**src/ooo_pkg.sv**
```systemverilog
package ooo_pkg;

    localparam int ROB_DEPTH  = 16;
    localparam int TAG_W      = 4;
    localparam int NUM_UNITS  = 4;
    localparam int UNIT_IDX_W = 2;
    localparam int XLEN       = 32;
    localparam int REG_W      = 5;
    localparam int OP_W       = 3;
    localparam int LAT_W      = 2;

    // operation codes
    localparam logic [OP_W-1:0] OP_ADD   = 3'd0;
    localparam logic [OP_W-1:0] OP_XOR   = 3'd1;
    localparam logic [OP_W-1:0] OP_SUB   = 3'd2;
    localparam logic [OP_W-1:0] OP_STORE = 3'd3;
    localparam logic [OP_W-1:0] OP_BEQ   = 3'd4;

    // cycles a unit spends on each operation
    function automatic logic [LAT_W-1:0] op_latency(input logic [OP_W-1:0] op);
        case (op)
            OP_ADD, OP_XOR: begin
                op_latency = 2'd1;
            end
            OP_SUB, OP_STORE: begin
                op_latency = 2'd2;
            end
            OP_BEQ: begin
                op_latency = 2'd3;
            end
            default: begin
                op_latency = 2'd1;
            end
        endcase
    endfunction

endpackage
```
**src/ooo_core_top.sv**
```systemverilog
`timescale 1ns/1ps

module ooo_core_top
    import ooo_pkg::*;
(
    input  logic             clk,
    input  logic             rst,
    input  logic             commit_hold,

    input  logic             alloc_en,
    input  logic [OP_W-1:0]  alloc_op,
    input  logic [REG_W-1:0] alloc_rd,
    input  logic [XLEN-1:0]  alloc_a,
    input  logic [XLEN-1:0]  alloc_b,
    input  logic [XLEN-1:0]  alloc_pc,
    input  logic             alloc_pred_taken,
    input  logic [XLEN-1:0]  alloc_target,
    output logic             alloc_ready,
    output logic [TAG_W-1:0] alloc_tag,

    output logic             commit_en,
    output logic [TAG_W-1:0] commit_tag,
    output logic [REG_W-1:0] commit_rd,
    output logic [XLEN-1:0]  commit_data,
    output logic             commit_store,
    output logic             commit_flush,
    output logic [XLEN-1:0]  redirect_pc
);

    logic rob_full;
    logic unit_free;
    logic flush;
    logic alloc_ok;

    logic [NUM_UNITS-1:0] start;
    logic [NUM_UNITS-1:0] unit_busy;
    logic [NUM_UNITS-1:0] unit_done;
    logic [NUM_UNITS-1:0] grant;
    logic [NUM_UNITS-1:0][TAG_W-1:0] unit_tag;
    logic [NUM_UNITS-1:0][XLEN-1:0]  unit_data;
    logic [NUM_UNITS-1:0]            unit_taken;

    logic [OP_W-1:0]  issue_op;
    logic [XLEN-1:0]  issue_a;
    logic [XLEN-1:0]  issue_b;
    logic [XLEN-1:0]  issue_pc;
    logic [XLEN-1:0]  issue_target;
    logic [TAG_W-1:0] issue_tag;

    logic             res_en;
    logic [TAG_W-1:0] res_tag;
    logic [XLEN-1:0]  res_data;
    logic             res_taken;

    // no new work in the cycle the buffer flushes
    assign alloc_ready = !rob_full && unit_free && !flush;
    assign alloc_ok    = alloc_en && alloc_ready;

    rob rob_i (
        .clk(clk), .rst(rst), .commit_hold(commit_hold),
        .alloc_en(alloc_en), .alloc_op(alloc_op), .alloc_rd(alloc_rd),
        .alloc_pc(alloc_pc), .alloc_pred_taken(alloc_pred_taken),
        .alloc_target(alloc_target), .alloc_ok(alloc_ok),
        .rob_full(rob_full), .alloc_tag(alloc_tag),
        .res_en(res_en), .res_tag(res_tag), .res_data(res_data), .res_taken(res_taken),
        .commit_en(commit_en), .commit_tag(commit_tag), .commit_rd(commit_rd),
        .commit_data(commit_data), .commit_store(commit_store),
        .commit_flush(commit_flush), .redirect_pc(redirect_pc), .flush(flush)
    );

    issue_router router_i (
        .clk(clk), .rst(rst), .alloc_ok(alloc_ok),
        .alloc_op(alloc_op), .alloc_a(alloc_a), .alloc_b(alloc_b),
        .alloc_pc(alloc_pc), .alloc_target(alloc_target), .alloc_tag(alloc_tag),
        .unit_busy(unit_busy), .unit_free(unit_free), .start(start),
        .issue_op(issue_op), .issue_a(issue_a), .issue_b(issue_b),
        .issue_pc(issue_pc), .issue_target(issue_target), .issue_tag(issue_tag)
    );

    for (genvar i = 0; i < NUM_UNITS; i++) begin : g_unit
        exec_unit unit_i (
            .clk(clk), .rst(rst), .flush(flush), .start(start[i]),
            .issue_op(issue_op), .issue_a(issue_a), .issue_b(issue_b),
            .issue_pc(issue_pc), .issue_target(issue_target), .issue_tag(issue_tag),
            .grant(grant[i]), .busy(unit_busy[i]), .done(unit_done[i]),
            .done_tag(unit_tag[i]), .done_data(unit_data[i]), .done_taken(unit_taken[i])
        );
    end

    cdb_arbiter arb_i (
        .clk(clk), .rst(rst), .flush(flush), .done(unit_done),
        .done_tag(unit_tag), .done_data(unit_data), .done_taken(unit_taken),
        .grant(grant), .res_en(res_en), .res_tag(res_tag),
        .res_data(res_data), .res_taken(res_taken)
    );

endmodule

```
**src/cdb_arbiter.sv**
```systemverilog
`timescale 1ns/1ps

module cdb_arbiter
    import ooo_pkg::*;
(
    input  logic                                 clk,
    input  logic                                 rst,
    input  logic                                 flush,
    input  logic [NUM_UNITS-1:0]                 done,
    input  logic [NUM_UNITS-1:0][TAG_W-1:0]      done_tag,
    input  logic [NUM_UNITS-1:0][XLEN-1:0]       done_data,
    input  logic [NUM_UNITS-1:0]                 done_taken,
    output logic [NUM_UNITS-1:0]                 grant,
    output logic                                 res_en,
    output logic [TAG_W-1:0]                     res_tag,
    output logic [XLEN-1:0]                      res_data,
    output logic                                 res_taken
);

    logic [UNIT_IDX_W-1:0] last;
    logic [UNIT_IDX_W-1:0] cand;
    logic [UNIT_IDX_W-1:0] sel;
    logic                  found;

    // search starts just after the last winner
    always_comb begin
        grant = '0;
        sel   = last;
        found = 1'b0;
        for (int k = 1; k <= NUM_UNITS; k++) begin
            cand = last + UNIT_IDX_W'(k);
            if (!found && done[cand]) begin
                sel   = cand;
                found = 1'b1;
            end
        end
        if (found) begin
            grant[sel] = 1'b1;
        end
    end

    assign res_en    = found;
    assign res_tag   = done_tag[sel];
    assign res_data  = done_data[sel];
    assign res_taken = done_taken[sel];

    always_ff @(posedge clk) begin
        if (rst || flush) begin
            // unit 0 gets first pick
            last <= UNIT_IDX_W'(NUM_UNITS - 1);
        end else if (found) begin
            last <= sel;
        end
    end

endmodule

```
**src/exec_unit.sv**
```systemverilog
`timescale 1ns/1ps

module exec_unit
    import ooo_pkg::*;
(
    input  logic             clk,
    input  logic             rst,
    input  logic             flush,
    input  logic             start,
    input  logic [OP_W-1:0]  issue_op,
    input  logic [XLEN-1:0]  issue_a,
    input  logic [XLEN-1:0]  issue_b,
    input  logic [XLEN-1:0]  issue_pc,
    input  logic [XLEN-1:0]  issue_target,
    input  logic [TAG_W-1:0] issue_tag,
    input  logic             grant,
    output logic             busy,
    output logic             done,
    output logic [TAG_W-1:0] done_tag,
    output logic [XLEN-1:0]  done_data,
    output logic             done_taken
);

    logic [LAT_W-1:0] lat;
    logic [LAT_W-1:0] cnt;
    logic [XLEN-1:0]  result;
    logic             taken;

    assign lat   = op_latency(issue_op);
    assign taken = (issue_op == OP_BEQ) && (issue_a == issue_b);

    always_comb begin
        case (issue_op)
            OP_XOR: begin
                result = issue_a ^ issue_b;
            end
            OP_SUB: begin
                result = issue_a - issue_b;
            end
            OP_BEQ: begin
                // redirect address of the branch
                result = taken ? issue_target : issue_pc + 32'd4;
            end
            default: begin
                result = issue_a + issue_b;
            end
        endcase
    end

    always_ff @(posedge clk) begin
        if (rst || flush) begin
            busy <= 1'b0;
            done <= 1'b0;
            cnt  <= '0;
        end else if (start) begin
            busy <= 1'b1;
            done <= (lat == 2'd1);
            cnt  <= lat - 2'd1;
        end else if (done && grant) begin
            busy <= 1'b0;
            done <= 1'b0;
        end else if (busy && !done) begin
            cnt <= cnt - 2'd1;
            if (cnt == 2'd1) begin
                done <= 1'b1;
            end
        end
    end

    // result held until the bus takes it
    always_ff @(posedge clk) begin
        if (start) begin
            done_tag   <= issue_tag;
            done_data  <= result;
            done_taken <= taken;
        end
    end

endmodule

```
**src/issue_router.sv**
```systemverilog
`timescale 1ns/1ps

module issue_router
    import ooo_pkg::*;
(
    input  logic                 clk,
    input  logic                 rst,
    input  logic                 alloc_ok,
    input  logic [OP_W-1:0]      alloc_op,
    input  logic [XLEN-1:0]      alloc_a,
    input  logic [XLEN-1:0]      alloc_b,
    input  logic [XLEN-1:0]      alloc_pc,
    input  logic [XLEN-1:0]      alloc_target,
    input  logic [TAG_W-1:0]     alloc_tag,
    input  logic [NUM_UNITS-1:0] unit_busy,
    output logic                 unit_free,
    output logic [NUM_UNITS-1:0] start,
    output logic [OP_W-1:0]      issue_op,
    output logic [XLEN-1:0]      issue_a,
    output logic [XLEN-1:0]      issue_b,
    output logic [XLEN-1:0]      issue_pc,
    output logic [XLEN-1:0]      issue_target,
    output logic [TAG_W-1:0]     issue_tag
);

    logic [NUM_UNITS-1:0] idle;
    logic [NUM_UNITS-1:0] pick;
    logic                 found;

    // a unit started last cycle only loads on this edge
    assign idle      = ~unit_busy & ~start;
    assign unit_free = |idle;

    // lowest idle unit wins
    always_comb begin
        pick  = '0;
        found = 1'b0;
        for (int i = 0; i < NUM_UNITS; i++) begin
            if (!found && idle[i]) begin
                pick[i] = 1'b1;
                found   = 1'b1;
            end
        end
    end

    always_ff @(posedge clk) begin
        if (rst) begin
            start <= '0;
        end else begin
            start <= alloc_ok ? pick : '0;
        end
    end

    always_ff @(posedge clk) begin
        if (alloc_ok) begin
            issue_op     <= alloc_op;
            issue_a      <= alloc_a;
            issue_b      <= alloc_b;
            issue_pc     <= alloc_pc;
            issue_target <= alloc_target;
            issue_tag    <= alloc_tag;
        end
    end

endmodule

```
**src/rob.sv**
```systemverilog
`timescale 1ns/1ps

module rob
    import ooo_pkg::*;
(
    input  logic             clk,
    input  logic             rst,
    input  logic             commit_hold,

    input  logic             alloc_en,
    input  logic [OP_W-1:0]  alloc_op,
    input  logic [REG_W-1:0] alloc_rd,
    input  logic [XLEN-1:0]  alloc_pc,
    input  logic             alloc_pred_taken,
    input  logic [XLEN-1:0]  alloc_target,
    input  logic             alloc_ok,
    output logic             rob_full,
    output logic [TAG_W-1:0] alloc_tag,

    input  logic             res_en,
    input  logic [TAG_W-1:0] res_tag,
    input  logic [XLEN-1:0]  res_data,
    input  logic             res_taken,

    output logic             commit_en,
    output logic [TAG_W-1:0] commit_tag,
    output logic [REG_W-1:0] commit_rd,
    output logic [XLEN-1:0]  commit_data,
    output logic             commit_store,
    output logic             commit_flush,
    output logic [XLEN-1:0]  redirect_pc,
    output logic             flush
);

    // per-entry state
    logic [ROB_DEPTH-1:0] valid;
    logic [ROB_DEPTH-1:0] done;
    logic [ROB_DEPTH-1:0] is_store;
    logic [ROB_DEPTH-1:0] is_branch;
    logic [ROB_DEPTH-1:0] pred;
    logic [ROB_DEPTH-1:0] actual;
    logic [REG_W-1:0]     rd_mem    [ROB_DEPTH];
    logic [XLEN-1:0]      data_mem  [ROB_DEPTH];
    logic [XLEN-1:0]      redir_mem [ROB_DEPTH];

    logic [TAG_W-1:0] rd_ptr;
    logic [TAG_W-1:0] wt_ptr;
    logic [TAG_W:0]   count;

    logic do_alloc;
    logic retire;

    assign do_alloc  = alloc_en & alloc_ok;
    assign alloc_tag = wt_ptr;
    assign rob_full  = (count == ROB_DEPTH);

    // head is complete and the core is not frozen
    assign retire = !commit_hold && valid[rd_ptr] && done[rd_ptr];
    assign flush  = retire && is_branch[rd_ptr] && (pred[rd_ptr] != actual[rd_ptr]);

    // control state
    always_ff @(posedge clk) begin
        if (rst || flush) begin
            valid  <= '0;
            done   <= '0;
            rd_ptr <= '0;
            wt_ptr <= '0;
            count  <= '0;
        end else begin
            if (do_alloc) begin
                valid[wt_ptr] <= 1'b1;
                done[wt_ptr]  <= 1'b0;
                wt_ptr        <= wt_ptr + 1'b1;
            end
            if (res_en) begin
                done[res_tag] <= 1'b1;
            end
            if (retire) begin
                valid[rd_ptr] <= 1'b0;
                done[rd_ptr]  <= 1'b0;
                rd_ptr        <= rd_ptr + 1'b1;
            end
            case ({do_alloc, retire})
                2'b10: begin
                    count <= count + 1'b1;
                end
                2'b01: begin
                    count <= count - 1'b1;
                end
                default: begin
                    count <= count;
                end
            endcase
        end
    end

    // entry payload, written at allocation and at result time
    always_ff @(posedge clk) begin
        if (do_alloc) begin
            is_store[wt_ptr]  <= (alloc_op == OP_STORE);
            is_branch[wt_ptr] <= (alloc_op == OP_BEQ);
            pred[wt_ptr]      <= alloc_pred_taken;
            // a branch never names a destination
            rd_mem[wt_ptr]    <= (alloc_op == OP_BEQ) ? '0 : alloc_rd;
            // a mispredict always goes the way that was not predicted
            redir_mem[wt_ptr] <= alloc_pred_taken ? alloc_pc + 32'd4 : alloc_target;
        end
        if (res_en) begin
            data_mem[res_tag] <= res_data;
            actual[res_tag]   <= res_taken;
        end
    end

    // registered retire strobes
    always_ff @(posedge clk) begin
        if (rst) begin
            commit_en    <= 1'b0;
            commit_store <= 1'b0;
            commit_flush <= 1'b0;
        end else begin
            commit_en    <= retire;
            commit_store <= retire && is_store[rd_ptr];
            commit_flush <= flush;
        end
    end

    always_ff @(posedge clk) begin
        if (retire) begin
            commit_tag  <= rd_ptr;
            commit_rd   <= rd_mem[rd_ptr];
            commit_data <= data_mem[rd_ptr];
            redirect_pc <= redir_mem[rd_ptr];
        end
    end

endmodule

```
**config.mk**
```make
export PLATFORM = sky130hd
export DESIGN_NAME = ooo_core_top
export DESIGN_NICKNAME = d
export VERILOG_FILES = /design/src/ooo_pkg.sv /design/src/ooo_core_top.sv /design/src/cdb_arbiter.sv /design/src/exec_unit.sv /design/src/issue_router.sv /design/src/rob.sv
export SDC_FILE = /design/constraint.sdc
export NUM_CORES = 2
export LEC_CHECK = 0
export BUFFER_PORTS_ARGS = -buffer_cell sky130_fd_sc_hd__buf_2
export CAP_MARGIN = 20
export CORE_MARGIN = 4
export CORE_UTILIZATION = 50
export CTS_BUF_LIST = sky130_fd_sc_hd__clkbuf_4 sky130_fd_sc_hd__clkbuf_8
export CTS_CLUSTER_DIAMETER = 100
export DETAILED_ROUTE_END_ITERATION = 8
export PLACE_DENSITY = 0.64
export SYNTH_ARGS = -nofsm -noshare
export SYNTH_HDL_FRONTEND = slang
export SYNTH_SLANG_ARGS = --single-unit
```
**constraint.sdc**
```tcl
create_clock -name clk -period 7.01 [get_ports clk]
set_input_delay 0.701 -clock clk [delete_from_list [all_inputs] [get_ports clk]]
set_output_delay 0.701 -clock clk [all_outputs]
set_load 0.02 [all_outputs]
```
==> Word-level counts from Yosys, hierarchy flattened <==
Memory sizes are Yosys's and may differ from the RTL's. A register that Yosys moved wholly into a read port is not among the register bits.
Index checks and enable logic that the tools add are counted.
{ "totals": {"n_memories": 3, "regBits": 421, "word_cells": 285, "rom_bits": 0, "inputBits": 141, "latchBits": 0, "out_inout_bits": 81, "ram_bits": 1104} }
{ "memory_table": {"columns": ["memory", "depth", "width", "read_ports", "rd_ports_with_merged_regs", "write_ports", "line_no", "source"], "rows": [
  ["rob_i.data_mem", 16, 32, 1, 1, 1, "rob.sv:43", "logic [XLEN-1:0] data_mem [ROB_DEPTH];"],
  ["rob_i.redir_mem", 16, 32, 1, 1, 1, "rob.sv:44", "logic [XLEN-1:0] redir_mem [ROB_DEPTH];"],
  ["rob_i.rd_mem", 16, 5, 1, 1, 1, "rob.sv:42", "logic [REG_W-1:0] rd_mem [ROB_DEPTH];"]
]} }
{ "classes": {"n_bitwise": 13, "n_shift": 0, "n_div": 0, "add_sub_neg": 16, "mux": 107, "eq_ne": 20, "mul": 0, "order_cmp": 12, "n_reduce_logical": 69} }
{ "ops": {"columns": ["op", "count"], "rows": [
  ["16-bit two-way mux", 8],
  ["32-bit two-way mux", 3],
  ["32-bit case mux with 3 select lines", 1],
  ["32-bit by 3-bit adder with 32-bit output, second input constant", 2],
  ["32-bit binary-select mux with 2-bit select", 1],
  ["16-bit bitwise mux", 4],
  ["1-bit two-way mux", 53],
  ["16-bit bitwise AND", 3],
  ["32-bit adder", 1],
  ["32-bit == test", 1],
  ["2-bit two-way mux", 16],
  ["16-bit NOT", 2],
  ["16-bit OR", 2],
  ["32-bit subtractor", 1],
  ["32-bit XOR", 1],
  ["1-bit logical AND", 27],
  ["1-bit binary-select mux with 4-bit select", 6],
  ["3-bit nonzero test", 8],
  ["2-bit nonzero test", 9],
  ["2-bit AND reduction", 8],
  ["2-bit by 3-bit < comparator with 1-bit output, second input constant", 5],
  ["4-bit by 5-bit < comparator with 1-bit output, second input constant", 3],
  ["1-bit zero test", 13],
  ["1-bit demux with 4-bit select", 3],
  ["30 further kinds", 56]
]} }

==> Logic depth before layout (Yosys ltp) <==
{ "depth": {"ltp_word": 24, "depth_mapped": 18, "ltp_nobuf": 14} }

==> Hierarchy <==
A second synthesis with hierarchy kept.
{ "unflattened": {"hier_cells": 6327, "hier_area_um2": 83318.7} }
{ "by_module_without_submodules": {"columns": ["module", "area_each_um2", "cells_per_inst", "seq_area_each_um2", "n_inst"], "rows": [
  ["rob", 49754.0, 2176, 38226.7, 1],
  ["exec_unit at g_unit[0].unit_i ...", 6970.4, 958, 1191.1, 3],
  ["exec_unit at g_unit[3].unit_i", 7053.0, 978, 1191.1, 1],
  ["issue_router", 4209.0, 150, 4134.0, 1],
  ["cdb_arbiter", 1371.3, 147, 40.0, 1],
  ["ooo_core_top", 20.0, 2, 0.0, 1]
]} }

==> Worst setup path after synthesis <==
Ideal clock, no wire load.
{ "synth_path": {"path_type": "reg-to-reg", "startpoint": "reg rob_i.rd_ptr[1]", "endpoint": "reg rob_i.count[4]", "n_path_buf": 4, "required_ns": 6.893, "setup_ns": 0.117, "period_less_slack_ns": 5.340, "path_stages_with_launch": 14, "arrival_ns": 5.222, "slack_ns": 1.670, "cell_sequence": "dfxtp_1 buf_2 buf_2 buf_2 nand2_1 o22ai_1 o31ai_1 and2_4 clkbuf_1 ha_1 or3_1 o22ai_1 xnor2_1 nor2_1"} }
{ "synth_via": {"elab_chain_len": 12, "word_cells_on_any_way": 24, "cone_classes": "eq/ne (3); mux (11); bitwise (1); reduce/logical (9)"} }
{ "synth_lines": {"columns": ["item", "line_no", "source"], "rows": [
  ["from (decl)", "rob.sv:46", "logic [TAG_W-1:0] rd_ptr;"],
  ["from (signal assigned)", "rob.sv:81", "rd_ptr <= rd_ptr + 1'b1;"],
  ["1-bit binary-select mux with 4-bit select", "rob.sv:58", "assign retire = !commit_hold && valid[rd_ptr] && done[rd_ptr];"],
  ["1-bit two-way mux (not written as such)", "rob.sv:58", null],
  ["1-bit logical AND", "rob.sv:58", null],
  ["1-bit logical AND *", "rob.sv:58", null],
  ["via rob_i.retire", "rob.sv:51", "logic retire;"],
  ["1-bit logical AND (2 in series)", "rob.sv:59", "assign flush = retire && is_branch[rd_ptr] && (pred[rd_ptr] != actual[rd_ptr]);"],
  ["1-bit zero test", "ooo_core_top.sv:56", "assign alloc_ready = !rob_full && unit_free && !flush;"],
  ["1-bit logical AND", "ooo_core_top.sv:56", null],
  ["1-bit logical AND", "ooo_core_top.sv:57", "assign alloc_ok = alloc_en && alloc_ready;"],
  ["1-bit bitwise AND", "rob.sv:53", "assign do_alloc = alloc_en & alloc_ok;"],
  ["2-bit by 1-bit == test with 1-bit output / 2-bit == test (equally long branches)", "rob.sv:83", "case ({do_alloc, retire})"],
  ["5-bit case mux with 2 select lines / 2-bit nonzero test (equally long branches)", null, null],
  ["to (signal assigned)", "rob.sv:85", "count <= count + 1'b1;"],
  ["to (signal assigned)", "rob.sv:88", "count <= count - 1'b1;"],
  ["to (signal assigned)", "rob.sv:91", "count <= count;"],
  ["to (decl)", "rob.sv:48", "logic [TAG_W:0] count;"]
]} }
The timed path passes the listed nets; every way through them passes the cells marked *. The select of a mux whose other input is x is not followed.
A chain may end at the register's enable or synchronous reset.

==> Final worst setup path <==
{ "layout_path": {"startpoint": "reg rob_i.rd_ptr[0]", "endpoint": "reg router_i.issue_b[7] (enable)"} }
{ "layout_via": {"elab_chain_len": 9, "word_cells_on_any_way": 18, "cone_classes": "eq/ne (1); mux (10); reduce/logical (7)"} }
{ "layout_lines": {"columns": ["item", "line_no", "source"], "rows": [
  ["1-bit binary-select mux with 4-bit select", "rob.sv:58", null],
  ["1-bit two-way mux (not written as such)", "rob.sv:58", null],
  ["1-bit logical AND (2 in series)", "rob.sv:58", null],
  ["1-bit logical AND", "rob.sv:59", null],
  ["1-bit logical AND *", "rob.sv:59", null],
  ["1-bit zero test *", "ooo_core_top.sv:56", null],
  ["1-bit logical AND *", "ooo_core_top.sv:56", null],
  ["1-bit logical AND *", "ooo_core_top.sv:57", null],
  ["to (signal assigned)", "issue_router.sv:58", "issue_b <= alloc_b;"],
  ["to (decl)", "issue_router.sv:20", "output logic [XLEN-1:0] issue_b,"]
]} }
Mark *: on every way between the ends. The rest lies on a longest branch, timed or not. The select of a mux whose other input is x is not followed.

==> run summary <==
The post-CTS setup-driven buffer insertion count came out at 0. The half-perimeter wire length of the detailed placement result is about 96 mm. The count of final hold-check violations is 0. The average instance area after synthesis is about 18 sq um.

The worst hold path was traced through 2 stages. The setup slack at placement is 1.61 ns. The root buffer selected by CTS is clkbuf_8. The worst clock skew on the final layout is roughly 0.08 ns. The worst-skew pair later-pin latency came out at ~1 ns.

The depth of the CTS H-tree came out at 5. TritonCTS built the clock tree. In the final layout, the share of cells above drive strength 1 is between 20% and 30%. In this run the biggest area consumer among cell types represents 69.9% of the synthesized area. The worst setup path is launched from a register. From synthesis to final layout, the design area changed by 15.6%. Adding up every negative setup slack in the final design gives 0 ns. For this run, the top clock speed supported by timing is about 190 MHz.

The final-layout fill cell count is 9788. In this run the horizontal extent of the chip is around 370 um. The post-synthesis cell count came out at 3624.

The total of endpoints with negative setup slack in the final report came out at 0. For this block, the routed nets add up to 160 mm of wire. In this run the critical register-to-register path is launched from rob_i.rd_ptr[0]. The mapped netlist covers 65400 sq um. For this configuration, the core starts out at a cell density of 50.4%. The slew at the pin with the worst max-slew slack is ~1.1 ns. The die covers approximately 140000 sq um.

The path with the worst hold slack has its endpoint at rob_i.rd_mem[12][1]. For the worst setup path, the data arrival time is 5.89 ns. The number of synthesis warnings is 0. On the final layout, the worst hold slack is 0.196 ns. In this run, synthesis produced a sequential element count of 1594.

The number of buffers on the longest clock path came out at 4. The average wire per cell in the routed design is 26.2 um. The count of antenna-violating nets left after detailed routing came out at 0. The count of routing violations after the opening detailed-route iteration is 3507. The type of the setup path with the least slack is register to register. The number of buffers added by the clock tree synthesis step is 277. The share of flip-flops with an asynchronous set or reset is 0%. The number of placement rows is 132.

In the post-route analysis, the smallest setup slack over all paths is 1.68 ns. In the routed design, unresolved DRC markers number 0. The total core area came out at between 100000 and 150000 sq um. The shortest period the worst path allows came out at 5.33 ns. The max-slew headroom at the worst pin came out at 25.1%. The via count of the first global-routing pass is 36269.

The power density of the placed cells is roughly 270 nW/um^2. The number of gates resized after CTS came out at 0. The reg-to-reg setup timing slack came out at 1.68 ns.

The total number of vias is 36031. The flow ran to the end, and the final reports show no timing, DRC or antenna violations. The most used flip-flop cell after synthesis is edfxtp_1. In this run the worst path has a maximum fanout of 85. Setup repair after global routing left no endpoint under its margin.

Measured along the y axis, the die boundary spans 370 um. The global placer's final weighted congestion is 0.898. around 220 I/O pins were placed. By area the synthesized netlist is led by edfxtp_1, mux4_2, dfxtp_1. The net count after synthesis came out at 3845. The endpoint of the worst register-to-register path is router_i.issue_b[7]. The first global-routing pass estimated between 200 and 250 mm of wire.

The number of antenna violations at the first check in global routing is 12. In the final design database the tool counted 4401 nets. The number of cell instances on the worst register-to-register path came out at 9. The sequential element share of the synthesized area came out at about 72%.

STA classifies the critical path endpoint as a register. The largest net degree at the start of global routing came out at between 80 and 90. The number of violations of the max-capacitance limit came out at 0. The biggest area contributor in the post-synthesis netlist is edfxtp_1. The class of the tightest hold or removal check is primary input to register. VDD sags by at most 0.000215 V.

For the worst setup path, the data required time is roughly 7.6 ns. The static leakage power came out at around 25 nW. The overall global routing resource usage is 23.6%.

The number of distinct library cell variants in the gate-level netlist after synthesis came out at 91. The clock transition at the register clock pins on the worst setup and hold paths after CTS came out at 0.06 ns. The detailed-routing iteration count for the pre-antenna-repair pass came out at 5. Dividing the detail-routed via count by the number of cells gives around 5.9. Port buffering added 221 buffers. The number of enable-type register cells in the synthesized netlist is 1524.

The CTS sink count came out at 1594. In the finished design, the share of the clock period the worst path needs comes to 76.0%. The total congestion overflow after global routing came out at 0. The worst hold path begins at alloc_rd[1].

The number of max-slew violations in the final report is 0.
-- placed cells by master (no fill, tap or decap), types with 20 or more instances in the layout --
cell	netlist	layout
a211oi_1	68	68
a21oi_1	144	133
a31oi_1	43	35
and2_1	37	37
and3_1	24	24
buf_2	25	220
buf_4	1	110
clkbuf_4	0	89
clkbuf_8	0	289
clkinv_1	0	48
clkinv_2	0	24
dfxtp_1	70	62
dlygate4sd3_1	0	131
edfxtp_1	1524	1524
ha_1	78	78
inv_1	99	85
mux2i_1	24	24
mux4_2	369	369
nand2_1	187	186
nand3_1	38	38
nand4_1	22	22
nor2_1	200	184
nor2b_1	32	32
nor3_1	25	24
o21ai_0	71	71
o22ai_1	20	20
xnor2_1	54	54
xor2_1	40	40
-- layer usage --
layer	vias to the layer above	track usage, %	share of wire (%)
met5	-	0	0.0081
met4	2	7.37	2.6
met3	259	4.98	7.3
met2	1428	36.7	47
met1	18630	34.0	43
li1	15712	-	-
-- area by class of cell --
type / count / area (sq um) / area share [%]
diodes: 2 / 5.00 / 0.00661
inverters: 99 / 372 / 0.491
flip-flops and latches: 1594 / 47200 / 62.4
well taps: 1742 / 2180 / 2.88
multi-input cells: 1738 / 17400 / 23.0
repair buffers: 470 / 3410 / 4.50
clock buffers: 377 / 4640 / 6.13
clock inverters: 88 / 514 / 0.680
-- critical path, stage by stage (launching register included) --
cell and delay, ns:
dfxtp_4 0.86, buf_4 0.68, mux4_2 0.59, a22oi_1 0.17, nand2_1 0.13, nand3_2 0.20, nor2_4 0.10, nor2_4 0.44
buf_4 0.68, buf_4 0.91
-- kinds of logic after synthesis --
group	synth area share, %
buffers and inverters	1.79
muxes	13.3
and+or+nand+nor	4.81
DFF	72.1
xor gates and xnor gates	1.26
AOI/OAI and AO/OA	5.21
adders and majority gates	1.58
-- registers in the layout, indices dropped and copies added (netlist names), 80 cells and up --
name / count
rob_i.data_mem: 512
g_unit.unit_i.done_data: 128
rob_i.redir_mem: 512
rob_i.rd_mem: 80
-- power by group --
group / total [mW] / switching [mW] / internal (mW)
Sequential: 11.0 / 0.0769 / 10.9
Combinational: 1.67 / 1.15 / 0.514
Clock: 7.98 / 3.57 / 4.41
-- cells in the mapped netlist (6+ instances only) --
| cell | number |
|---|---|
| dfxtp_1 | 70 |
| nand3_1 | 38 |
| xnor2_1 | 54 |
| o22ai_1 | 20 |
| xor2_1 | 40 |
| a21o_1 | 19 |
| and3_1 | 24 |
| clkbuf_1 | 126 |
| nor3b_1 | 7 |
| and2_1 | 37 |
| o21ai_0 | 71 |
| nor2_1 | 200 |
| nand2b_1 | 18 |
| mux2i_1 | 24 |
| nand4_1 | 22 |
| a31oi_1 | 43 |
| a21oi_1 | 144 |
| o211ai_1 | 11 |
| o221ai_1 | 8 |
| nor2b_1 | 32 |
| o31ai_1 | 9 |
| inv_1 | 99 |
| edfxtp_1 | 1524 |
| nor4_1 | 12 |
| a22o_1 | 6 |
| nand3_2 | 7 |
| a211oi_1 | 68 |
| or3_1 | 8 |
| mux4_2 | 369 |
| buf_1 | 36 |
| mux2_2 | 12 |
| o21a_1 | 6 |
| a22oi_1 | 12 |
| or2_2 | 7 |
| o21bai_1 | 18 |
| nor3_1 | 25 |
| nand2_1 | 187 |
| buf_2 | 25 |
| ha_1 | 78 |
| a221oi_1 | 9 |
-- worst max-delay path by stage --
stage	slack, ns	endpoint	cells past startpoint	from
detailed placement	1.61	router_i.issue_b[15]	9	rob_i.rd_ptr[0]
global route	1.23	router_i.issue_b[7]	9	rob_i.rd_ptr[0]
CTS	1.58	router_i.issue_b[7]	9	rob_i.rd_ptr[0]
floorplan	1.67	rob_i.count[4]	13	rob_i.rd_ptr[1]
finish	1.68	router_i.issue_b[7]	9	rob_i.rd_ptr[0]
global placement	1.68	router_i.issue_b[16]	9	rob_i.rd_ptr[0]
-- per-stage QoR --
step	util (%)	power, mW	instances	instance area, sq um
final	58.3	20.7	6110	75700
after global routing	58.3	21.5	6110	75700
after CTS	58.2	20.8	6095	75500
after detailed placement	53.2	12.8	5499	69100
after global placement	53.1	12.8	5490	68900
after floorplan	-	12.1	3624	65400
-- repair_timing --
action	in CTS	in global routing
hold buffers	131	0
setup endpoints to repair	0	0
hold endpoints to repair	131	0
(Power assumes the default switching activity.)
